==> src/game_settings.svh <==
`ifndef GAME_SETTINGS_SVH
`define GAME_SETTINGS_SVH

// Board of 4 by 4 tiles
`define NUM_TILES 16

// Each image sits on two tiles
`define NUM_IMAGES 8

// Cycles the start button has to stay high
`define DEBOUNCE_LEN 7

// Event slots between keyboard side and game, power of two
`define EVT_FIFO_DEPTH 4

`endif

==> src/game_pkg.sv <==
`default_nettype none
`include "game_settings.svh"

package game_pkg;

    // Round sequence, start button walks through it
    typedef enum logic [1:0] {
        ST_INIT   = 2'd0,
        ST_SHOW   = 2'd1,
        ST_GAME   = 2'd2,
        ST_FINISH = 2'd3
    } game_state_t;

    typedef logic [$clog2(`NUM_TILES)-1:0] tile_idx_t;

    // One bit per tile, bit t is tile t
    typedef logic [`NUM_TILES-1:0] tile_mask_t;

    // Must reach NUM_IMAGES
    typedef logic [$clog2(`NUM_IMAGES+1)-1:0] match_cnt_t;

    // Tiles 0, 2 and 3 start upside down
    localparam tile_mask_t INIT_FLIP = tile_mask_t'(4'b1101);

endpackage

`default_nettype wire

==> src/key_pkg.sv <==
`default_nettype none
`include "game_settings.svh"

package key_pkg;

    localparam int TILE_W = $clog2(`NUM_TILES);

    // What an event asks the game to do
    typedef enum logic [1:0] {
        KEY_TILE  = 2'd0,
        KEY_SHIFT = 2'd1,
        KEY_ENTER = 2'd2,
        KEY_START = 2'd3
    } key_kind_t;

    // Tile is only meaningful for KEY_TILE
    typedef struct packed {
        key_kind_t          kind;
        logic [TILE_W-1:0]  tile;
    } key_event_t;

    // Set 2 make codes
    localparam logic [7:0] SC_SHIFT = 8'h12;
    localparam logic [7:0] SC_ENTER = 8'h5A;

    // Index in this table is the tile number
    localparam logic [7:0] TILE_CODES [`NUM_TILES] = '{
        // 1 2 3 4
        8'h16, 8'h1E, 8'h26, 8'h25,
        // Q W E R
        8'h15, 8'h1D, 8'h24, 8'h2D,
        // A S D F
        8'h1C, 8'h1B, 8'h23, 8'h2B,
        // Z X C V
        8'h1A, 8'h22, 8'h21, 8'h2A
    };

endpackage

`default_nettype wire

==> src/key_event_fifo.sv <==
`default_nettype none
`timescale 1ns/10ps
`include "game_settings.svh"

module key_event_fifo #(
    parameter int DEPTH = `EVT_FIFO_DEPTH
) (
    input  wire                  clk,
    input  wire                  rst,
    input  wire                  in_req_i,
    input  key_pkg::key_event_t  in_event_i,
    output logic                 in_ack_o,
    output logic                 out_req_o,
    output key_pkg::key_event_t  out_event_o,
    input  wire                  out_ack_i
);
    import key_pkg::*;

    localparam int AW = $clog2(DEPTH);

    key_event_t   mem [DEPTH];
    logic [AW-1:0] wr_ptr;
    logic [AW-1:0] rd_ptr;
    logic [AW:0]   count;
    logic          in_ack_q;
    logic          out_req_q;
    logic          out_wait_q;
    logic          push;
    logic          pop;

    if (DEPTH < 2 || (DEPTH & (DEPTH - 1)) != 0) begin : g_depth_check
        $error("key_event_fifo DEPTH must be a power of two, at least 2");
    end

    // Full holds off the ack
    assign push = in_req_i && !in_ack_q && (count != (AW+1)'(DEPTH));
    assign pop  = out_req_q && out_ack_i;

    always_ff @(posedge clk) begin
        if (push) begin
            mem[wr_ptr] <= in_event_i;
        end
    end

    always_ff @(posedge clk or posedge rst) begin
        if (rst) begin
            wr_ptr <= '0;
            rd_ptr <= '0;
            count  <= '0;
        end else begin
            if (push) begin
                wr_ptr <= wr_ptr + 1'b1;
            end
            if (pop) begin
                rd_ptr <= rd_ptr + 1'b1;
            end
            case ({push, pop})
                2'b10:   count <= count + 1'b1;
                2'b01:   count <= count - 1'b1;
                default: count <= count;
            endcase
        end
    end

    // Receive side
    always_ff @(posedge clk or posedge rst) begin
        if (rst) begin
            in_ack_q <= 1'b0;
        end else if (push) begin
            in_ack_q <= 1'b1;
        end else if (in_ack_q && !in_req_i) begin
            in_ack_q <= 1'b0;
        end
    end

    // Send side, head entry stays put until it is popped
    always_ff @(posedge clk or posedge rst) begin
        if (rst) begin
            out_req_q  <= 1'b0;
            out_wait_q <= 1'b0;
        end else if (pop) begin
            out_req_q  <= 1'b0;
            out_wait_q <= 1'b1;
        end else if (out_wait_q) begin
            if (!out_ack_i) begin
                out_wait_q <= 1'b0;
            end
        end else if (!out_req_q && count != '0) begin
            out_req_q <= 1'b1;
        end
    end

    assign in_ack_o    = in_ack_q;
    assign out_req_o   = out_req_q;
    assign out_event_o = mem[rd_ptr];

    count_bound_a: assert property (@(posedge clk) disable iff (rst)
        count <= (AW+1)'(DEPTH));

    out_held_a: assert property (@(posedge clk) disable iff (rst)
        out_req_o && $past(out_req_o) |-> $stable(out_event_o));

endmodule

`default_nettype wire

==> src/key_event_source.sv <==
`default_nettype none
`timescale 1ns/10ps
`include "game_settings.svh"

module key_event_source (
    input  wire                  clk,
    input  wire                  rst,
    input  wire                  start_i,
    input  wire                  key_valid_i,
    input  wire  [7:0]           key_code_i,
    input  wire                  ack_i,
    output logic                 req_o,
    output key_pkg::key_event_t  event_o
);
    import key_pkg::*;

    logic [`DEBOUNCE_LEN-1:0] db_sr;
    logic                     start_db;
    logic                     start_db_q;
    logic                     start_pulse;
    logic                     key_hit;
    key_event_t               key_evt;
    logic                     req_q;
    logic                     busy_q;
    key_event_t               event_q;

    // Button counts as pressed once every sample in the window is high
    always_ff @(posedge clk or posedge rst) begin
        if (rst) begin
            db_sr      <= '0;
            start_db_q <= 1'b0;
        end else begin
            db_sr      <= {db_sr[`DEBOUNCE_LEN-2:0], start_i};
            start_db_q <= start_db;
        end
    end

    assign start_db    = &db_sr;
    assign start_pulse = start_db & ~start_db_q;

    // Scan code lookup
    always_comb begin
        key_hit      = 1'b0;
        key_evt.kind = KEY_TILE;
        key_evt.tile = '0;
        if (key_valid_i) begin
            if (key_code_i == SC_SHIFT) begin
                key_hit      = 1'b1;
                key_evt.kind = KEY_SHIFT;
            end else if (key_code_i == SC_ENTER) begin
                key_hit      = 1'b1;
                key_evt.kind = KEY_ENTER;
            end else begin
                for (int t = 0; t < `NUM_TILES; t++) begin
                    if (key_code_i == TILE_CODES[t]) begin
                        key_hit      = 1'b1;
                        key_evt.tile = TILE_W'(t);
                    end
                end
            end
        end
    end

    // Sender: idle, req high until ack, then wait for ack to fall
    always_ff @(posedge clk or posedge rst) begin
        if (rst) begin
            req_q  <= 1'b0;
            busy_q <= 1'b0;
        end else if (!busy_q) begin
            if (start_pulse || key_hit) begin
                req_q  <= 1'b1;
                busy_q <= 1'b1;
            end
        end else if (req_q) begin
            if (ack_i) begin
                req_q <= 1'b0;
            end
        end else if (!ack_i) begin
            busy_q <= 1'b0;
        end
    end

    // Start has priority over a key in the same cycle
    always_ff @(posedge clk) begin
        if (!busy_q && start_pulse) begin
            event_q.kind <= KEY_START;
            event_q.tile <= '0;
        end else if (!busy_q && key_hit) begin
            event_q <= key_evt;
        end
    end

    assign req_o   = req_q;
    assign event_o = event_q;

    event_held_a: assert property (@(posedge clk) disable iff (rst)
        req_o && $past(req_o) |-> $stable(event_o));

endmodule

`default_nettype wire

==> src/match_game_ctrl.sv <==
`default_nettype none
`timescale 1ns/10ps
`include "game_settings.svh"

module match_game_ctrl (
    input  wire                   clk,
    input  wire                   rst,
    input  wire                   evt_req_i,
    input  key_pkg::key_event_t   evt_event_i,
    input  wire                   hint_i,
    output logic                  evt_ack_o,
    output game_pkg::game_state_t state_o,
    output game_pkg::tile_mask_t  shown_o,
    output game_pkg::tile_mask_t  flip_o,
    output game_pkg::match_cnt_t  match_cnt_o,
    output logic                  pass_o
);
    import key_pkg::*;
    import game_pkg::*;

    game_state_t state_q;
    tile_mask_t  matched_q;
    tile_mask_t  revealed_q;
    tile_mask_t  flip_q;
    tile_mask_t  shown_q;
    tile_idx_t   pend_q;
    logic        pend_valid_q;
    logic        arm_flip_q;
    match_cnt_t  match_cnt_q;
    logic        evt_ack_q;
    logic        apply;
    tile_idx_t   ev_tile;

    function automatic logic same_image(tile_idx_t a, tile_idx_t b);
        return (int'(a) % `NUM_IMAGES) == (int'(b) % `NUM_IMAGES);
    endfunction

    // Ack the cycle after req, and take the event in that cycle
    assign apply   = evt_req_i && !evt_ack_q;
    assign ev_tile = evt_event_i.tile;

    always_ff @(posedge clk or posedge rst) begin
        if (rst) begin
            evt_ack_q <= 1'b0;
        end else if (apply) begin
            evt_ack_q <= 1'b1;
        end else if (!evt_req_i) begin
            evt_ack_q <= 1'b0;
        end
    end

    always_ff @(posedge clk or posedge rst) begin
        if (rst) begin
            state_q      <= ST_INIT;
            matched_q    <= '0;
            revealed_q   <= '0;
            flip_q       <= INIT_FLIP;
            pend_q       <= '0;
            pend_valid_q <= 1'b0;
            arm_flip_q   <= 1'b0;
            match_cnt_q  <= '0;
        end else if (apply && evt_event_i.kind == KEY_START && state_q != ST_GAME) begin
            if (state_q == ST_SHOW) begin
                state_q <= ST_GAME;
            end else begin
                // Fresh board when entering INIT or SHOW
                state_q      <= (state_q == ST_INIT) ? ST_SHOW : ST_INIT;
                matched_q    <= '0;
                revealed_q   <= '0;
                flip_q       <= INIT_FLIP;
                pend_q       <= '0;
                pend_valid_q <= 1'b0;
                arm_flip_q   <= 1'b0;
                match_cnt_q  <= '0;
            end
        end else if (state_q == ST_GAME) begin
            if (match_cnt_q == match_cnt_t'(`NUM_IMAGES)) begin
                state_q <= ST_FINISH;
            end else if (apply) begin
                case (evt_event_i.kind)
                    KEY_TILE: begin
                        // Same key as the pending tile does nothing
                        if (!(pend_valid_q && pend_q == ev_tile)) begin
                            revealed_q[ev_tile] <= 1'b1;
                            pend_q              <= ev_tile;
                            pend_valid_q        <= 1'b1;
                            if (arm_flip_q) begin
                                flip_q[ev_tile] <= ~flip_q[ev_tile];
                                arm_flip_q      <= 1'b0;
                            end else if (pend_valid_q && !matched_q[pend_q]
                                         && same_image(pend_q, ev_tile)
                                         && flip_q[pend_q] == flip_q[ev_tile]) begin
                                matched_q[pend_q]  <= 1'b1;
                                matched_q[ev_tile] <= 1'b1;
                                match_cnt_q        <= match_cnt_q + 1'b1;
                            end
                        end
                    end
                    KEY_SHIFT: begin
                        if (pend_valid_q) begin
                            flip_q[pend_q] <= ~flip_q[pend_q];
                        end else begin
                            arm_flip_q <= 1'b1;
                        end
                    end
                    KEY_ENTER: begin
                        // Matched tiles stay visible through matched_q
                        revealed_q   <= '0;
                        pend_valid_q <= 1'b0;
                        arm_flip_q   <= 1'b0;
                    end
                    default: begin
                    end
                endcase
            end
        end
    end

    // Display mask, hint takes effect one cycle later
    always_ff @(posedge clk or posedge rst) begin
        if (rst) begin
            shown_q <= '0;
        end else begin
            case (state_q)
                ST_INIT: shown_q <= '0;
                ST_GAME: shown_q <= hint_i ? '1 : (matched_q | revealed_q);
                default: shown_q <= '1;
            endcase
        end
    end

    assign evt_ack_o   = evt_ack_q;
    assign state_o     = state_q;
    assign shown_o     = shown_q;
    assign flip_o      = flip_q;
    assign match_cnt_o = match_cnt_q;
    assign pass_o      = (state_q == ST_FINISH);

    // Tile t and t + NUM_IMAGES share an image, and each pair counts once
    pairs_matched_a: assert property (@(posedge clk) disable iff (rst)
        (matched_q[`NUM_IMAGES-1:0] == matched_q[`NUM_TILES-1:`NUM_IMAGES])
        && ($countones(matched_q) == 2 * int'(match_cnt_q)));

endmodule

`default_nettype wire

==> src/match_game_top.sv <==
`default_nettype none
`timescale 1ns/10ps

module match_game_top (
    input  wire                   clk,
    input  wire                   rst,
    input  wire                   start_i,
    input  wire                   key_valid_i,
    input  wire  [7:0]            key_code_i,
    input  wire                   hint_i,
    output game_pkg::game_state_t state_o,
    output game_pkg::tile_mask_t  shown_o,
    output game_pkg::tile_mask_t  flip_o,
    output game_pkg::match_cnt_t  match_cnt_o,
    output logic                  pass_o
);
    import key_pkg::*;

    // Keyboard side to buffer
    logic       src_req;
    logic       src_ack;
    key_event_t src_event;

    // Buffer to game
    logic       evt_req;
    logic       evt_ack;
    key_event_t evt_event;

    key_event_source u_source (
        .clk         (clk),
        .rst         (rst),
        .start_i     (start_i),
        .key_valid_i (key_valid_i),
        .key_code_i  (key_code_i),
        .ack_i       (src_ack),
        .req_o       (src_req),
        .event_o     (src_event)
    );

    key_event_fifo u_fifo (
        .clk         (clk),
        .rst         (rst),
        .in_req_i    (src_req),
        .in_event_i  (src_event),
        .in_ack_o    (src_ack),
        .out_req_o   (evt_req),
        .out_event_o (evt_event),
        .out_ack_i   (evt_ack)
    );

    match_game_ctrl u_ctrl (
        .clk         (clk),
        .rst         (rst),
        .evt_req_i   (evt_req),
        .evt_event_i (evt_event),
        .hint_i      (hint_i),
        .evt_ack_o   (evt_ack),
        .state_o     (state_o),
        .shown_o     (shown_o),
        .flip_o      (flip_o),
        .match_cnt_o (match_cnt_o),
        .pass_o      (pass_o)
    );

endmodule

`default_nettype wire

==> config.mk <==
export PLATFORM = sky130hd
export DESIGN_NAME = match_game_top
export DESIGN_NICKNAME = d
export VERILOG_FILES = /design/src/game_pkg.sv /design/src/key_pkg.sv /design/src/key_event_fifo.sv /design/src/key_event_source.sv /design/src/match_game_ctrl.sv /design/src/match_game_top.sv
export VERILOG_INCLUDE_DIRS = /design/src
export SDC_FILE = /design/constraint.sdc
export NUM_CORES = 1
export LEC_CHECK = 0
export ABC_AREA = 1
export BUFFER_PORTS_ARGS = -buffer_cell sky130_fd_sc_hd__buf_2
export CAP_MARGIN = 20
export CORE_UTILIZATION = 40
export DETAILED_ROUTE_END_ITERATION = 12
export PLACE_DENSITY = 0.6
export SLEW_MARGIN = 0
export SYNTH_ARGS = -nofsm -noshare
export SYNTH_HDL_FRONTEND = slang
export SYNTH_SLANG_ARGS = --single-unit
==> constraint.sdc <==
create_clock -name clk -period 4.7 [get_ports clk]
set_clock_uncertainty 0.05 [all_clocks]
set_input_delay 1.175 -clock clk [delete_from_list [all_inputs] [get_ports clk]]
set_output_delay 1.175 -clock clk [all_outputs]
set_load 0.02 [all_outputs]
==> impl_results.md <==
* WL final at 18.4 mm
* GPL Wtd Cong at 0.903
* Initial DRC count at 478
* Initial antenna violation count at 0
* Rel. slew slack at 27.7%
* Die ar. at 0.0185 sq mm
* Share of layout cells above drive strength 1 at 18.1%
* Vias in the first global route at 5,880
* Hpwl dp at 13.4 mm
* Post-synthesis sequential area ratio at 45.5%
* Antenna-violating nets left at 0
* Syn Area/Cell at 8.14 sq um
* Gr ovfl total at 0
* Fillers at 1,741
* Chip width at 136 um
* Worst Setup Start Kind: flop
* # setup viols final at 0
* Unrepaired setup endpoints after global routing: false
* Comb pwr share at 47.9%
* Clock power frac at 22.1%
* # port buffers at 51
* CP arrival at 3640 ps
* Worst Tran Pin Value at 1080 ps
* Worst-path clk slew at 60 ps
* Post-DR vias/cell at 5.20
* Net Sw Frac at 47.8%
* CP endpoint kind: flop
* Post-synthesis cell type count at 50
* Worst Hold Class: reg -> reg
* Chip height at 136 um
* Most common cell after layout, fill and taps aside: nand2_1
* IO Pins at 52
* Synth Net Count at 904
* Drt drc at 0
* Post-cts resize count at 0
* Worst-case clock buffer depth at 2
* R2r endpoint: u_ctrl.match_cnt_o[0]
* Multi-input combinational cell area at 0.00336 sq mm
* EDFF count, synth at 24
* Initial Util at 41.2%
* Peak VDD IR at 0.308 mV
* Post-Syn Area at 0.00718 sq mm
* R2r worst-path depth at 11
* Final hold violation count at 0
* Post-CTS setup buffers at 0
* Flop pwr share at 30.0%
* Reg area at 0.00327 sq mm
* Mapped Cells at 883
* Root buffer cell: clkbuf_16
* Setup TNS at 0 ps
* First-pass GRT wire length at 29.9 mm
* NetSw at 2.73 mW
* Status: completed
* Yosys warning count at 0
* Top achievable clock speed at 301 MHz
* Avg WL per Cell at 15.8 um
* Reg-to-reg slack, setup at 1370 ps
* Layout Area Growth over Synthesis at 12.8%
* Row count at 48
* CTS tree: built
* Dpl ws at 1430 ps
* Via Count at 6,050
* Largest net degree at the start of global routing at 39
* Critical path class: reg -> reg
* Data required, critical path at 5010 ps
* Cell area power density at 704 mW/mm^2
* Max-slew violation count at 0
* Cts bufs inserted at 17
* Core area at 0.0174 sq mm
* Hold Crit Depth at 0
* Fin crit share at 70.8%
* Max-Cap Viols at 0
* Tmin final at 3330 ps
* Internal power at 2.98 mW
* R2r startpoint: u_fifo.rd_ptr[0]
* Max H-tree Level at 4
* Yosys reg bits at 127
* Main flop type after synthesis: dfrtp_1
* Most frequent cells in the layout: nand2_1, nor2_1, dfrtp_1, inv_1, nand3_1
* Final #Nets at 946
* Crit path max fanout at 27
* # hold bufs at CTS at 0
* Hold_sp: u_source.db_sr[5]
* Worst setup margin at 1370 ps
* Async S/R FF share, synth at 76.4%
* GRT Overall Usage at 21.1%
* Diode count at 0
* Initial DRT Pass Iterations at 5
* Worst Hold Path EP: u_source.db_sr[6]
* Leakage at 3.86 nW
* Sink Count at 127
* Worst-Skew Late Latency at 420 ps
[metal layers]
| layer | part of all wire, % | vias to the layer above | wire length (um) | track usage [%] |
|---|---|---|---|---|
| li1 | - | 2993 | - | - |
| met1 | 43 | 2823 | 7980 | 26.2 |
| met2 | 49 | 187 | 8960 | 35.1 |
| met3 | 5.1 | 47 | 929 | 4.51 |
| met4 | 2.9 | 0 | 527 | 9.57 |
| met5 | 0 | - | 0 | 0 |
[state kept, by name (all words and copies together) (netlist names), 3 cells and up]
name,count
u_ctrl.revealed_q,16
u_fifo.mem,24
u_fifo.count,3
u_ctrl.matched_q,16
u_ctrl.pend_q,4
u_source.db_sr,7
u_source.event_o,6
u_ctrl.match_cnt_o,4
u_ctrl.shown_o,16
u_ctrl.flip_o,16
[worst max-delay path by stage]
stage	end	cells after the start	slack [ps]	startpoint
after floorplan	u_ctrl.arm_flip_q	1	950	rst
after global placement	u_ctrl.match_cnt_o[2]	11	1510	u_fifo.rd_ptr[0]
after detailed placement	u_ctrl.match_cnt_o[0]	11	1430	u_fifo.rd_ptr[0]
after CTS	u_ctrl.match_cnt_o[0]	11	1420	u_fifo.rd_ptr[0]
after global routing	u_ctrl.match_cnt_o[2]	11	1100	u_fifo.rd_ptr[0]
final	u_ctrl.match_cnt_o[0]	11	1370	u_fifo.rd_ptr[0]
[power by group through the flow]
stage | Sequential (mW) | Combinational (mW) | Clock, mW
4_1_cts | 1.71 | 2.71 | 1.28
2_1_floorplan | 1.80 | 2.02 | 0
5_1_grt | 1.76 | 3.04 | 1.33
3_5_place_dp | 1.73 | 2.70 | 0
3_3_place_gp | 1.72 | 2.69 | 0
6_report | 1.71 | 2.73 | 1.26
[metrics by stage]
| step | cells | cell area, sq um | power (mW) | util [%] | hold slack [ps] |
|---|---|---|---|---|---|
| 2_1_floorplan | 883 | 7180 | 3.82 | - | 323 |
| 3_3_place_gp | 1131 | 7540 | 4.41 | 43.3 | 339 |
| 3_5_place_dp | 1131 | 7540 | 4.43 | 43.3 | 342 |
| 4_1_cts | 1163 | 8100 | 5.71 | 46.5 | 356 |
| 5_1_grt | 1163 | 8100 | 6.12 | 46.5 | 370 |
| 6_report | 1163 | 8100 | 5.71 | 46.5 | 351 |
[cell usage after synthesis, types with 11 or more instances]
cell type  count  area (sq um)
nand4_1       25           156
nor3_1        27           135
nand2_1      217           815
o22ai_1       21           131
a21oi_1       35           175
dfrtp_1       94          2350
edfxtp_1      24           721
nand3_1       52           260
nor2_1       105           394
inv_1         86           323
o21ai_0       34           170
nor2_4        11           124
nand3_2       27           270
[logic make-up (layout without fill, tap and decap cells)]
family          count (synthesis)  in the layout  synth area share [%]
flops                         127            127                  45.5
simple gates                  509            509                  35.4
xor+xnor                        8              8                  1.08
fa+ha+maj                       8              8                  1.50
buf+inv                       122            177                  7.63
compound gates                109            109                  8.81
[critical path: stages, from the launching register on]
cell and delay, ps:
dfrtp_1 530, inv_2 250, nand2_1 80, nand3_1 120, nand2_4 100, nor2_8 160, nand3_4 280, inv_2 450
nand2_1 730, nand2_1 360, nand2_1 80, nand2_1 70
[final cells by class]
cell class	instances	area share, %
inverters	92	4.29
repair buffers	53	3.33
well taps	225	3.47
clock buffers	20	5.64
clock inverters	12	1.37
multi-input cells	634	41.5
flip-flops and latches	127	40.4
Power figures use the tool's default switching activity.
